## src/rv_ops_pkg.sv

```systemverilog
package rv_ops_pkg;

  // RV32 data and address width.
  localparam int xlen = 32;

  typedef enum logic [2:0] {
    op_alu,
    op_lui,
    op_auipc,
    op_load,
    op_store
  } op_kind_t;

  typedef enum logic [3:0] {
    alu_add,
    alu_sub,
    alu_and,
    alu_or,
    alu_xor,
    alu_sll,
    alu_srl,
    alu_sra,
    alu_slt,
    alu_sltu
  } alu_op_t;

  // Width and sign of a memory access.
  typedef enum logic [2:0] {
    lsu_lb,
    lsu_lbu,
    lsu_lh,
    lsu_lhu,
    lsu_lw,
    lsu_sb,
    lsu_sh,
    lsu_sw
  } lsu_op_t;

endpackage

```

## src/mem_pkg.sv

```systemverilog
package mem_pkg;

  // One enable per byte lane of a word.
  localparam int be_width = 4;

  typedef enum logic [1:0] {
    mem_idle,
    mem_wait,
    mem_done
  } mem_state_t;

endpackage

```

## src/alu.sv

```systemverilog
module alu (
  input  logic [rv_ops_pkg::xlen-1:0] a,
  input  logic [rv_ops_pkg::xlen-1:0] b,
  input  rv_ops_pkg::alu_op_t         op,
  output logic [rv_ops_pkg::xlen-1:0] res
);

  logic [4:0] shamt;
  logic       lt_s;
  logic       lt_u;

  assign shamt = b[4:0];
  assign lt_s  = $signed(a) < $signed(b);
  assign lt_u  = a < b;

  always_comb begin
    case (op)
      rv_ops_pkg::alu_add:  res = a + b;
      rv_ops_pkg::alu_sub:  res = a - b;
      rv_ops_pkg::alu_and:  res = a & b;
      rv_ops_pkg::alu_or:   res = a | b;
      rv_ops_pkg::alu_xor:  res = a ^ b;
      rv_ops_pkg::alu_sll:  res = a << shamt;
      rv_ops_pkg::alu_srl:  res = a >> shamt;
      rv_ops_pkg::alu_sra:  res = $signed(a) >>> shamt;
      // Compare results are a single bit in the LSB.
      rv_ops_pkg::alu_slt:  res = {{(rv_ops_pkg::xlen-1){1'b0}}, lt_s};
      rv_ops_pkg::alu_sltu: res = {{(rv_ops_pkg::xlen-1){1'b0}}, lt_u};
      default:              res = '0;
    endcase
  end

endmodule

```

## src/lsu.sv

```systemverilog
module lsu (
  input  logic [rv_ops_pkg::xlen-1:0]     addr,
  input  rv_ops_pkg::lsu_op_t             op,
  input  logic [rv_ops_pkg::xlen-1:0]     sdata,
  input  logic [rv_ops_pkg::xlen-1:0]     rdata,
  output logic [mem_pkg::be_width-1:0]    be,
  output logic [rv_ops_pkg::xlen-1:0]     wdata,
  output logic [rv_ops_pkg::xlen-1:0]     ldata
);

  logic [rv_ops_pkg::xlen-1:0] shifted;

  // Bring the addressed byte or halfword down to bit 0.
  assign shifted = rdata >> {addr[1:0], 3'b000};

  //////////////////////////////
  // Store lanes
  //////////////////////////////

  always_comb begin
    be    = '0;
    wdata = sdata;
    case (op)
      rv_ops_pkg::lsu_sb: begin
        be    = 4'b0001 << addr[1:0];
        wdata = {4{sdata[7:0]}};
      end
      rv_ops_pkg::lsu_sh: begin
        be    = addr[1] ? 4'b1100 : 4'b0011;
        wdata = {2{sdata[15:0]}};
      end
      rv_ops_pkg::lsu_sw: be = 4'b1111;
      default: be = '0;
    endcase
  end

  //////////////////////////////
  // Load extraction
  //////////////////////////////

  always_comb begin
    case (op)
      rv_ops_pkg::lsu_lb:  ldata = {{24{shifted[7]}}, shifted[7:0]};
      rv_ops_pkg::lsu_lbu: ldata = {24'b0, shifted[7:0]};
      rv_ops_pkg::lsu_lh:  ldata = {{16{shifted[15]}}, shifted[15:0]};
      rv_ops_pkg::lsu_lhu: ldata = {16'b0, shifted[15:0]};
      default:             ldata = rdata;
    endcase
  end

endmodule

```

## src/mem_fsm.sv

```systemverilog
module mem_fsm (
  input  logic clk,
  input  logic rst,
  input  logic start,
  input  logic expired,
  output logic load_timer,
  output logic mem_ready
);

  mem_pkg::mem_state_t state;
  mem_pkg::mem_state_t state_next;

  always_comb begin
    state_next = state;
    case (state)
      mem_pkg::mem_idle: begin
        if (start) begin
          state_next = mem_pkg::mem_wait;
        end
      end
      mem_pkg::mem_wait: begin
        if (expired) begin
          state_next = mem_pkg::mem_done;
        end
      end
      // Done lasts a single cycle.
      mem_pkg::mem_done: state_next = mem_pkg::mem_idle;
      default:           state_next = mem_pkg::mem_idle;
    endcase
  end

  // Timer is armed on the same edge that enters the wait state.
  assign load_timer = (state == mem_pkg::mem_idle) && start;
  assign mem_ready  = (state == mem_pkg::mem_done);

  always_ff @(posedge clk) begin
    if (rst == 0) begin
      state <= mem_pkg::mem_idle;
    end else begin
      state <= state_next;
    end
  end

endmodule

```

## src/wait_timer.sv

```systemverilog
module wait_timer #(
  parameter int WAIT_CYCLES = 2
) (
  input  logic clk,
  input  logic rst,
  input  logic load_timer,
  output logic expired
);

  // At least one wait cycle, so the access always completes.
  localparam int LOAD_VAL = (WAIT_CYCLES < 1) ? 1 : WAIT_CYCLES;
  localparam int CW       = $clog2(LOAD_VAL + 1);

  logic [CW-1:0] count;

  assign expired = (count == CW'(1));

  always_ff @(posedge clk) begin
    if (rst == 0) begin
      count <= '0;
    end else if (load_timer) begin
      count <= CW'(LOAD_VAL);
    end else if (count != '0) begin
      count <= count - CW'(1);
    end
  end

endmodule

```

## src/data_ram.sv

```systemverilog
module data_ram #(
  parameter int MEM_WORDS = 64
) (
  input  logic                          clk,
  input  logic                          rst,
  input  logic [rv_ops_pkg::xlen-1:0]   addr,
  input  logic [mem_pkg::be_width-1:0]  be,
  input  logic [rv_ops_pkg::xlen-1:0]   wdata,
  input  logic                          we,
  output logic [rv_ops_pkg::xlen-1:0]   rdata
);

  localparam int AW = $clog2(MEM_WORDS);

  logic [rv_ops_pkg::xlen-1:0] mem [MEM_WORDS];
  logic [AW-1:0]               word;

  // Byte address to word index.
  assign word  = addr[AW+1:2];
  assign rdata = mem[word];

  always_ff @(posedge clk) begin
    if (rst == 0) begin
      for (int i = 0; i < MEM_WORDS; i++) begin
        mem[i] <= '0;
      end
    end else if (we) begin
      for (int j = 0; j < mem_pkg::be_width; j++) begin
        if (be[j]) begin
          mem[word][8*j +: 8] <= wdata[8*j +: 8];
        end
      end
    end
  end

endmodule

```

## src/execute_stage.sv

```systemverilog
module execute_stage (
  input  logic                        clk,
  input  logic                        rst,
  input  logic                        issue,
  input  rv_ops_pkg::op_kind_t        kind,
  input  rv_ops_pkg::alu_op_t         alu_op,
  input  rv_ops_pkg::lsu_op_t         lsu_op,
  input  logic [rv_ops_pkg::xlen-1:0] pc,
  input  logic [rv_ops_pkg::xlen-1:0] imm,
  input  logic [rv_ops_pkg::xlen-1:0] rdata1,
  input  logic [rv_ops_pkg::xlen-1:0] rdata2,
  input  logic                        use_imm,
  input  logic [4:0]                  waddr,
  input  logic                        clear,
  output logic [rv_ops_pkg::xlen-1:0] a,
  output logic [rv_ops_pkg::xlen-1:0] b,
  output rv_ops_pkg::alu_op_t         alu_op_q,
  output logic [rv_ops_pkg::xlen-1:0] addr_op,
  output rv_ops_pkg::lsu_op_t         lsu_op_q,
  output logic [rv_ops_pkg::xlen-1:0] sdata,
  output logic                        start,
  output logic                        is_store,
  output logic                        busy,
  input  logic [rv_ops_pkg::xlen-1:0] alu_res,
  input  logic [rv_ops_pkg::xlen-1:0] ldata,
  input  logic                        mem_ready,
  output logic                        wb_wren,
  output logic [4:0]                  wb_waddr,
  output logic [rv_ops_pkg::xlen-1:0] wb_wdata
);

  rv_ops_pkg::op_kind_t        kind_q;
  logic [rv_ops_pkg::xlen-1:0] pc_q;
  logic [rv_ops_pkg::xlen-1:0] imm_q;
  logic [rv_ops_pkg::xlen-1:0] rdata1_q;
  logic [rv_ops_pkg::xlen-1:0] rdata2_q;
  logic                        use_imm_q;
  logic [4:0]                  waddr_q;
  logic                        wren_q;
  logic                        ld_done_q;
  logic                        cap;
  logic                        mem_op;

  assign cap    = issue && !busy;
  assign mem_op = (kind == rv_ops_pkg::op_load) || (kind == rv_ops_pkg::op_store);

  //////////////////////////////
  // Operands to the units
  //////////////////////////////

  assign a        = rdata1_q;
  assign b        = use_imm_q ? imm_q : rdata2_q;
  assign addr_op  = rdata1_q + imm_q;
  assign sdata    = rdata2_q;
  assign is_store = busy && (kind_q == rv_ops_pkg::op_store);

  // Result select. A finished load takes priority.
  always_comb begin
    if (ld_done_q) begin
      wb_wdata = ldata;
    end else begin
      case (kind_q)
        rv_ops_pkg::op_lui:   wb_wdata = imm_q;
        rv_ops_pkg::op_auipc: wb_wdata = pc_q + imm_q;
        default:              wb_wdata = alu_res;
      endcase
    end
  end

  assign wb_wren  = wren_q || ld_done_q;
  assign wb_waddr = waddr_q;

  //////////////////////////////
  // Stage register
  //////////////////////////////

  always_ff @(posedge clk) begin
    if (cap) begin
      alu_op_q  <= alu_op;
      lsu_op_q  <= lsu_op;
      pc_q      <= pc;
      imm_q     <= imm;
      rdata1_q  <= rdata1;
      rdata2_q  <= rdata2;
      use_imm_q <= use_imm;
      waddr_q   <= waddr;
    end
  end

  always_ff @(posedge clk) begin
    if (rst == 0) begin
      kind_q    <= rv_ops_pkg::op_alu;
      wren_q    <= 1'b0;
      start     <= 1'b0;
      busy      <= 1'b0;
      ld_done_q <= 1'b0;
    end else begin
      // Killed operations become a bubble.
      if (cap) begin
        kind_q <= clear ? rv_ops_pkg::op_alu : kind;
      end
      wren_q <= cap && !clear && !mem_op;
      start  <= cap && !clear && mem_op;
      if (cap && !clear && mem_op) begin
        busy <= 1'b1;
      end else if (mem_ready) begin
        busy <= 1'b0;
      end
      // x0 loads finish without a write.
      ld_done_q <= mem_ready && (kind_q == rv_ops_pkg::op_load) && (waddr_q != 5'd0);
    end
  end

endmodule

```

## src/exec_top.sv

```systemverilog
module exec_top #(
  parameter int MEM_WORDS   = 64,
  parameter int WAIT_CYCLES = 2
) (
  input  logic                        clk,
  input  logic                        rst,
  input  logic                        issue,
  input  rv_ops_pkg::op_kind_t        kind,
  input  rv_ops_pkg::alu_op_t         alu_op,
  input  rv_ops_pkg::lsu_op_t         lsu_op,
  input  logic [rv_ops_pkg::xlen-1:0] pc,
  input  logic [rv_ops_pkg::xlen-1:0] imm,
  input  logic [rv_ops_pkg::xlen-1:0] rdata1,
  input  logic [rv_ops_pkg::xlen-1:0] rdata2,
  input  logic                        use_imm,
  input  logic [4:0]                  waddr,
  input  logic                        clear,
  output logic                        busy,
  output logic                        wb_wren,
  output logic [4:0]                  wb_waddr,
  output logic [rv_ops_pkg::xlen-1:0] wb_wdata
);

  logic [rv_ops_pkg::xlen-1:0]    a;
  logic [rv_ops_pkg::xlen-1:0]    b;
  logic [rv_ops_pkg::xlen-1:0]    alu_res;
  rv_ops_pkg::alu_op_t            alu_op_q;
  rv_ops_pkg::lsu_op_t            lsu_op_q;
  logic [rv_ops_pkg::xlen-1:0]    addr_op;
  logic [rv_ops_pkg::xlen-1:0]    sdata;
  logic [rv_ops_pkg::xlen-1:0]    ldata;
  logic [rv_ops_pkg::xlen-1:0]    wdata;
  logic [rv_ops_pkg::xlen-1:0]    rdata;
  logic [mem_pkg::be_width-1:0]   be;
  logic                           start;
  logic                           is_store;
  logic                           load_timer;
  logic                           expired;
  logic                           mem_ready;
  logic                           we;

  // Write happens in the single done cycle.
  assign we = mem_ready && is_store;

  execute_stage execute_stage_inst (
    .clk(clk), .rst(rst), .issue(issue), .kind(kind), .alu_op(alu_op),
    .lsu_op(lsu_op), .pc(pc), .imm(imm), .rdata1(rdata1), .rdata2(rdata2),
    .use_imm(use_imm), .waddr(waddr), .clear(clear), .a(a), .b(b),
    .alu_op_q(alu_op_q), .addr_op(addr_op), .lsu_op_q(lsu_op_q), .sdata(sdata),
    .start(start), .is_store(is_store), .busy(busy), .alu_res(alu_res),
    .ldata(ldata), .mem_ready(mem_ready), .wb_wren(wb_wren),
    .wb_waddr(wb_waddr), .wb_wdata(wb_wdata)
  );

  alu alu_inst (.a(a), .b(b), .op(alu_op_q), .res(alu_res));

  lsu lsu_inst (
    .addr(addr_op), .op(lsu_op_q), .sdata(sdata), .rdata(rdata),
    .be(be), .wdata(wdata), .ldata(ldata)
  );

  mem_fsm mem_fsm_inst (
    .clk(clk), .rst(rst), .start(start), .expired(expired),
    .load_timer(load_timer), .mem_ready(mem_ready)
  );

  wait_timer #(.WAIT_CYCLES(WAIT_CYCLES)) wait_timer_inst (
    .clk(clk), .rst(rst), .load_timer(load_timer), .expired(expired)
  );

  data_ram #(.MEM_WORDS(MEM_WORDS)) data_ram_inst (
    .clk(clk), .rst(rst), .addr(addr_op), .be(be), .wdata(wdata),
    .we(we), .rdata(rdata)
  );

endmodule

```

## config.mk

```make
export PLATFORM = sky130hd
export DESIGN_NAME = exec_top
export DESIGN_NICKNAME = d
export VERILOG_FILES = /design/src/rv_ops_pkg.sv /design/src/mem_pkg.sv /design/src/alu.sv /design/src/lsu.sv /design/src/mem_fsm.sv /design/src/wait_timer.sv /design/src/data_ram.sv /design/src/execute_stage.sv /design/src/exec_top.sv
export SDC_FILE = /design/constraint.sdc
export NUM_CORES = 2
export LEC_CHECK = 0
export BUFFER_PORTS_ARGS = -buffer_cell sky130_fd_sc_hd__clkbuf_2
export CORE_UTILIZATION = 37
export DETAILED_ROUTE_END_ITERATION = 12
export PLACE_DENSITY = 0.51
export SLEW_MARGIN = 20
export SYNTH_ARGS = -nofsm -noshare
export SYNTH_HDL_FRONTEND = slang
export SYNTH_SLANG_ARGS = --single-unit
export TNS_END_PERCENT = 1
```

## constraint.sdc

```tcl
create_clock -name clk -period 5.6 [get_ports clk]
set_input_delay 0.56 -clock clk [delete_from_list [all_inputs] [get_ports clk]]
set_output_delay 0.56 -clock clk [all_outputs]
set_load 0.03 [all_outputs]
```

==> flow_metrics.py <==
metrics = {
    "outcome": {
        "status": "finished with violations",
        "violations": "setup timing",
    },
    "synthesis": {
        "ys_seq_area_share_pct": 61.9,
        "synth_most_common_cell": "nor2_1",
        "yosys_warnings": 0,
        "synthTopCellsByCount": "nor2_1 (2,463), edfxtp_1 (2,189), nand2_1 (970), o21ai_0 (537), clkbuf_1 (486)",
        "synth_top_area_share_pct": 61.7,
        "netlist_area_mm2": 0.106,
        "async_reset_ff_share_pct": 0,
        "synth_cells": 9604,
        "syn_area_per_cell_um2": 11.1,
        "ys.flop_type": "edfxtp_1",
        "synth-edff-count": 2189,
        "synth_top_area_cell": "edfxtp_1",
        "ys_ff_latch": 2200,
        "ys_types": 112,
        "synthTopCellsByArea": "edfxtp_1 (62%), nor2_1 (8.7%), nand2_1 (3.4%)",
        "syn_nets": 9894,
    },
    "floorplanning": {
        "start_util_pct": 37.3,
        "die_h_um": 538,
        "core_area_mm2": 0.286,
        "ioPinCount": 187,
        "rows": 196,
        "dieArea_mm2": 0.290,
        "die_w_um": 538,
    },
    "timing": {
        "whs_ns": 0.0615,
        "fin_crit_sh_pct": 113,
        "final_hold_viol_count": 0,
        "setup_viol": 32,
        "final.setup.tns_ns": -20.00,
        "slew_headroom_pct": 11.3,
        "tightest_slew_ns": 1.33,
        "layout_min_cycle_time_ns": 6.32,
        "fin_ws_ns": -0.724,
        "slew_violations": 0,
        "clock.fmax_mhz": 158,
        "final.setup_skew_ns": 0.0750,
        "rsz0062_at_grt": "yes",
    },
    "cells_and_area": {
        "syn2layout_area_growth_pct": 22.3,
        "final_nets": 10889,
        "n_fill_cell": 26473,
        "final-instance-count-excl-fill": 14588,
        "drive_gt1_share_pct": 19.0,
        "stdcell_area_mm2": 0.130,
    },
    "placed_design": {
        "place.port_buffers": 186,
        "finalWeightedCongestion": 1.00,
        "place_area_mm2": 0.118,
        "dp_hpwl_mm": 401,
        "placed_cells": 13852,
    },
    "global_routing": {
        "grt_pass1_vias": 86801,
        "grt_usage_pct": 38.4,
        "grt_start_max_net_pins": 120,
        "grt.overflow.total": 0,
        "antenna_found_initial": 44,
        "grt_first_pass_wirelength_mm": 764,
    },
    "detailed_routing": {
        "drtIter0Drc": 16322,
        "ant_nets": 0,
        "drc": 0,
        "dr.pass1.iters": 7,
        "wl_per_cell_um": 39.4,
        "routed_via_density": 6.42,
        "via_count": 93619,
        "drt-total-wl_mm": 574,
    },
    "worst_setup_path": {
        "crit_top_cell": "buf_4",
        "endpoint": "wb_wdata[6]",
        "path_cells": "ha_4 > inv_1 > fa_2 > buf_4 > xnor2_2 > buf_12 > nand2_4 > buf_12 > o21ai_0 > buf_4 > a31oi_1 > o21ai_0 > o21ai_0 > o22ai_2 > buf_4 > a2111oi_4 > buf_4 > a211oi_1 > nor4_4 > buf_4 > clkbuf_8",
        "ff2ff_setup_slack_ns": 0.36,
        "end_kind": "output pin",
        "cp-startpoint": "execute_stage_inst.a[0]",
        "start_kind": "register",
        "r2r-end": "data_ram_inst.mem[60][23]",
        "critical_path.top_delay_family": "buffers and inverters",
        "cp.required_ns": 5.04,
        "r2r_start": "execute_stage_inst.a[0]",
        "cpMaxStageDelayCell": "a2111oi_4",
        "cp.buffers_inverters": 9,
        "rr_worst_depth": 13,
        "worst-setup-path-type": "reg2out",
        "crit_fanout": 30,
        "slowest_delay_ns": 0.59,
        "cp.depth": 21,
        "worstPathArrival_ns": 5.76,
    },
    "cts": {
        "clk_latency_ns": 0.94,
        "path_clk_slew_ns": 0.06,
        "cts_tree": "done",
        "htree_levels": 5,
        "numCtsBuffers": 262,
        "cts_root_buffer": "clkbuf_16",
        "cts_buffer_depth": 4,
        "cts.sinks": 2200,
    },
    "pwr": {
        "powerDensity_mw_per_mm2": 383,
        "ir_drop_uv": 279,
        "total_leakage_power_nw": 46.7,
    },
    "worst_hold_path": {
        "worstHoldPathType": "in2reg",
    },
    "run": {
        "max_cap_violations": 0,
    },
}
-- layer usage --
metal / global-route usage (%) / vias up / routed length, µm
met4: 21.9 / 28 / 37800
met2: 55.8 / 7348 / 243000
li1: - / 37390 / -
met1: 52.1 / 47402 / 222000
met3: 9.78 / 1451 / 71600
met5: 0 / - / 179
-- flip-flops by register name (all words and copies together), names as in the netlist, 2 cells and up --
register / count
mem_fsm_inst.state: 2
execute_stage_inst.kind_q: 3
execute_stage_inst.pc_q: 32
execute_stage_inst.sdata: 32
execute_stage_inst.alu_op_q: 4
execute_stage_inst.wb_waddr: 5
execute_stage_inst.lsu_op_q: 3
execute_stage_inst.imm_q: 32
execute_stage_inst.a: 32
wait_timer_inst.count: 2
data_ram_inst.mem: 2048
-- worst register-to-register path, cell delays in order (launching register included) --
cell	delay, ns
edfxtp_1	0.40
ha_4	0.17
inv_1	0.06
fa_2	0.37
nand2b_4	0.19
a21o_4	0.28
buf_4	0.16
a21o_4	0.30
buf_12	0.19
buf_4	0.25
nor2_1	0.75
nand2_1	0.84
o21ai_0	0.69
buf_4	0.30
-- placed cells by master (no fill, tap or decap), types with 99 or more instances in the layout --
cell,synthesis,layout
mux2i_1,220,213
o221ai_1,140,137
nand3_1,181,175
buf_4,37,993
clkbuf_16,0,265
o21ai_0,537,481
mux4_2,99,99
ha_1,138,133
edfxtp_1,2189,2189
and3_1,119,119
o22ai_1,334,325
nand2_1,970,958
a21oi_1,261,245
clkbuf_2,0,156
buf_12,1,113
inv_1,102,99
nor2_1,2463,2453
dlygate4sd3_1,0,144
-- report_power, final --
group / leakage, nW / switching (mW) / internal [mW]
registers: 22.6 / 0.298 / 18.6
clock network: 4.01 / 7.57 / 9.50
logic: 20.1 / 9.37 / 4.44
total: 46.7 / 17.2 / 32.6
-- per-stage QoR --
stage | total power, mW | utilization [%] | worst slack (ns)
2_1_floorplan | 24.8 | - | 0.0498
3_3_place_gp | 31.7 | 41.4 | -1.05
3_5_place_dp | 31.7 | 41.4 | -1.04
4_1_cts | 49.1 | 45.3 | -0.669
5_1_grt | 50.5 | 45.6 | -0.692
6_report | 49.8 | 45.6 | -0.724
-- area by class of cell --
class                           count  area, µm²  area share [%]
Sequential cell                  2200      66000            50.7
Timing Repair Buffer             1461      12700            9.75
Tap cell                         3762       4710            3.62
Clock buffer                      330       6850            5.27
Inverter                          104        399           0.307
Clock inverter                    139       1420            1.09
Antenna cell                       22       55.1          0.0423
Multi-Input combinational cell   6570      38100            29.3
-- cells by family (layout without fill, tap and decap cells) --
group | Yosys count | after routing | share of synthesized area [%]
xor+xnor | 46 | 46 | 0.424
compound gates | 1953 | 1953 | 12.2
simple gates | 4052 | 4052 | 15.6
buf+inv | 834 | 2034 | 3.43
fa+ha+maj | 142 | 142 | 1.70
flops | 2200 | 2200 | 61.9
other cells | 0 | 22 | 0
mux | 377 | 377 | 4.79
-- worst min-delay path by stage --
stage | cells past startpoint | to | slack, ns | startpoint
5_1_grt | 1 | execute_stage_inst.a[1] | 0.03 | rdata1[1]
6_report | 1 | execute_stage_inst.imm_q[0] | 0.06 | imm[0]
2_1_floorplan | 1 | wait_timer_inst.count[0] | 0.41 | wait_timer_inst.count[0]
3_5_place_dp | 1 | wait_timer_inst.count[0] | 0.46 | wait_timer_inst.count[0]
3_3_place_gp | 1 | wait_timer_inst.count[0] | 0.42 | wait_timer_inst.count[0]
4_1_cts | 1 | execute_stage_inst.imm_q[0] | 0.008 | imm[0]
-- repair_timing --
item / CTS / global route
gates cloned: 2 / 1
setup endpoints to repair: 32 / 32
hold endpoints to repair: 143 / 0
resized for setup: 136 / 95
buffers inserted: 74 / 23
pin swaps: 26 / 15
hold buffers: 144 / 0
Note: power is estimated with default switching activity, not from simulation.
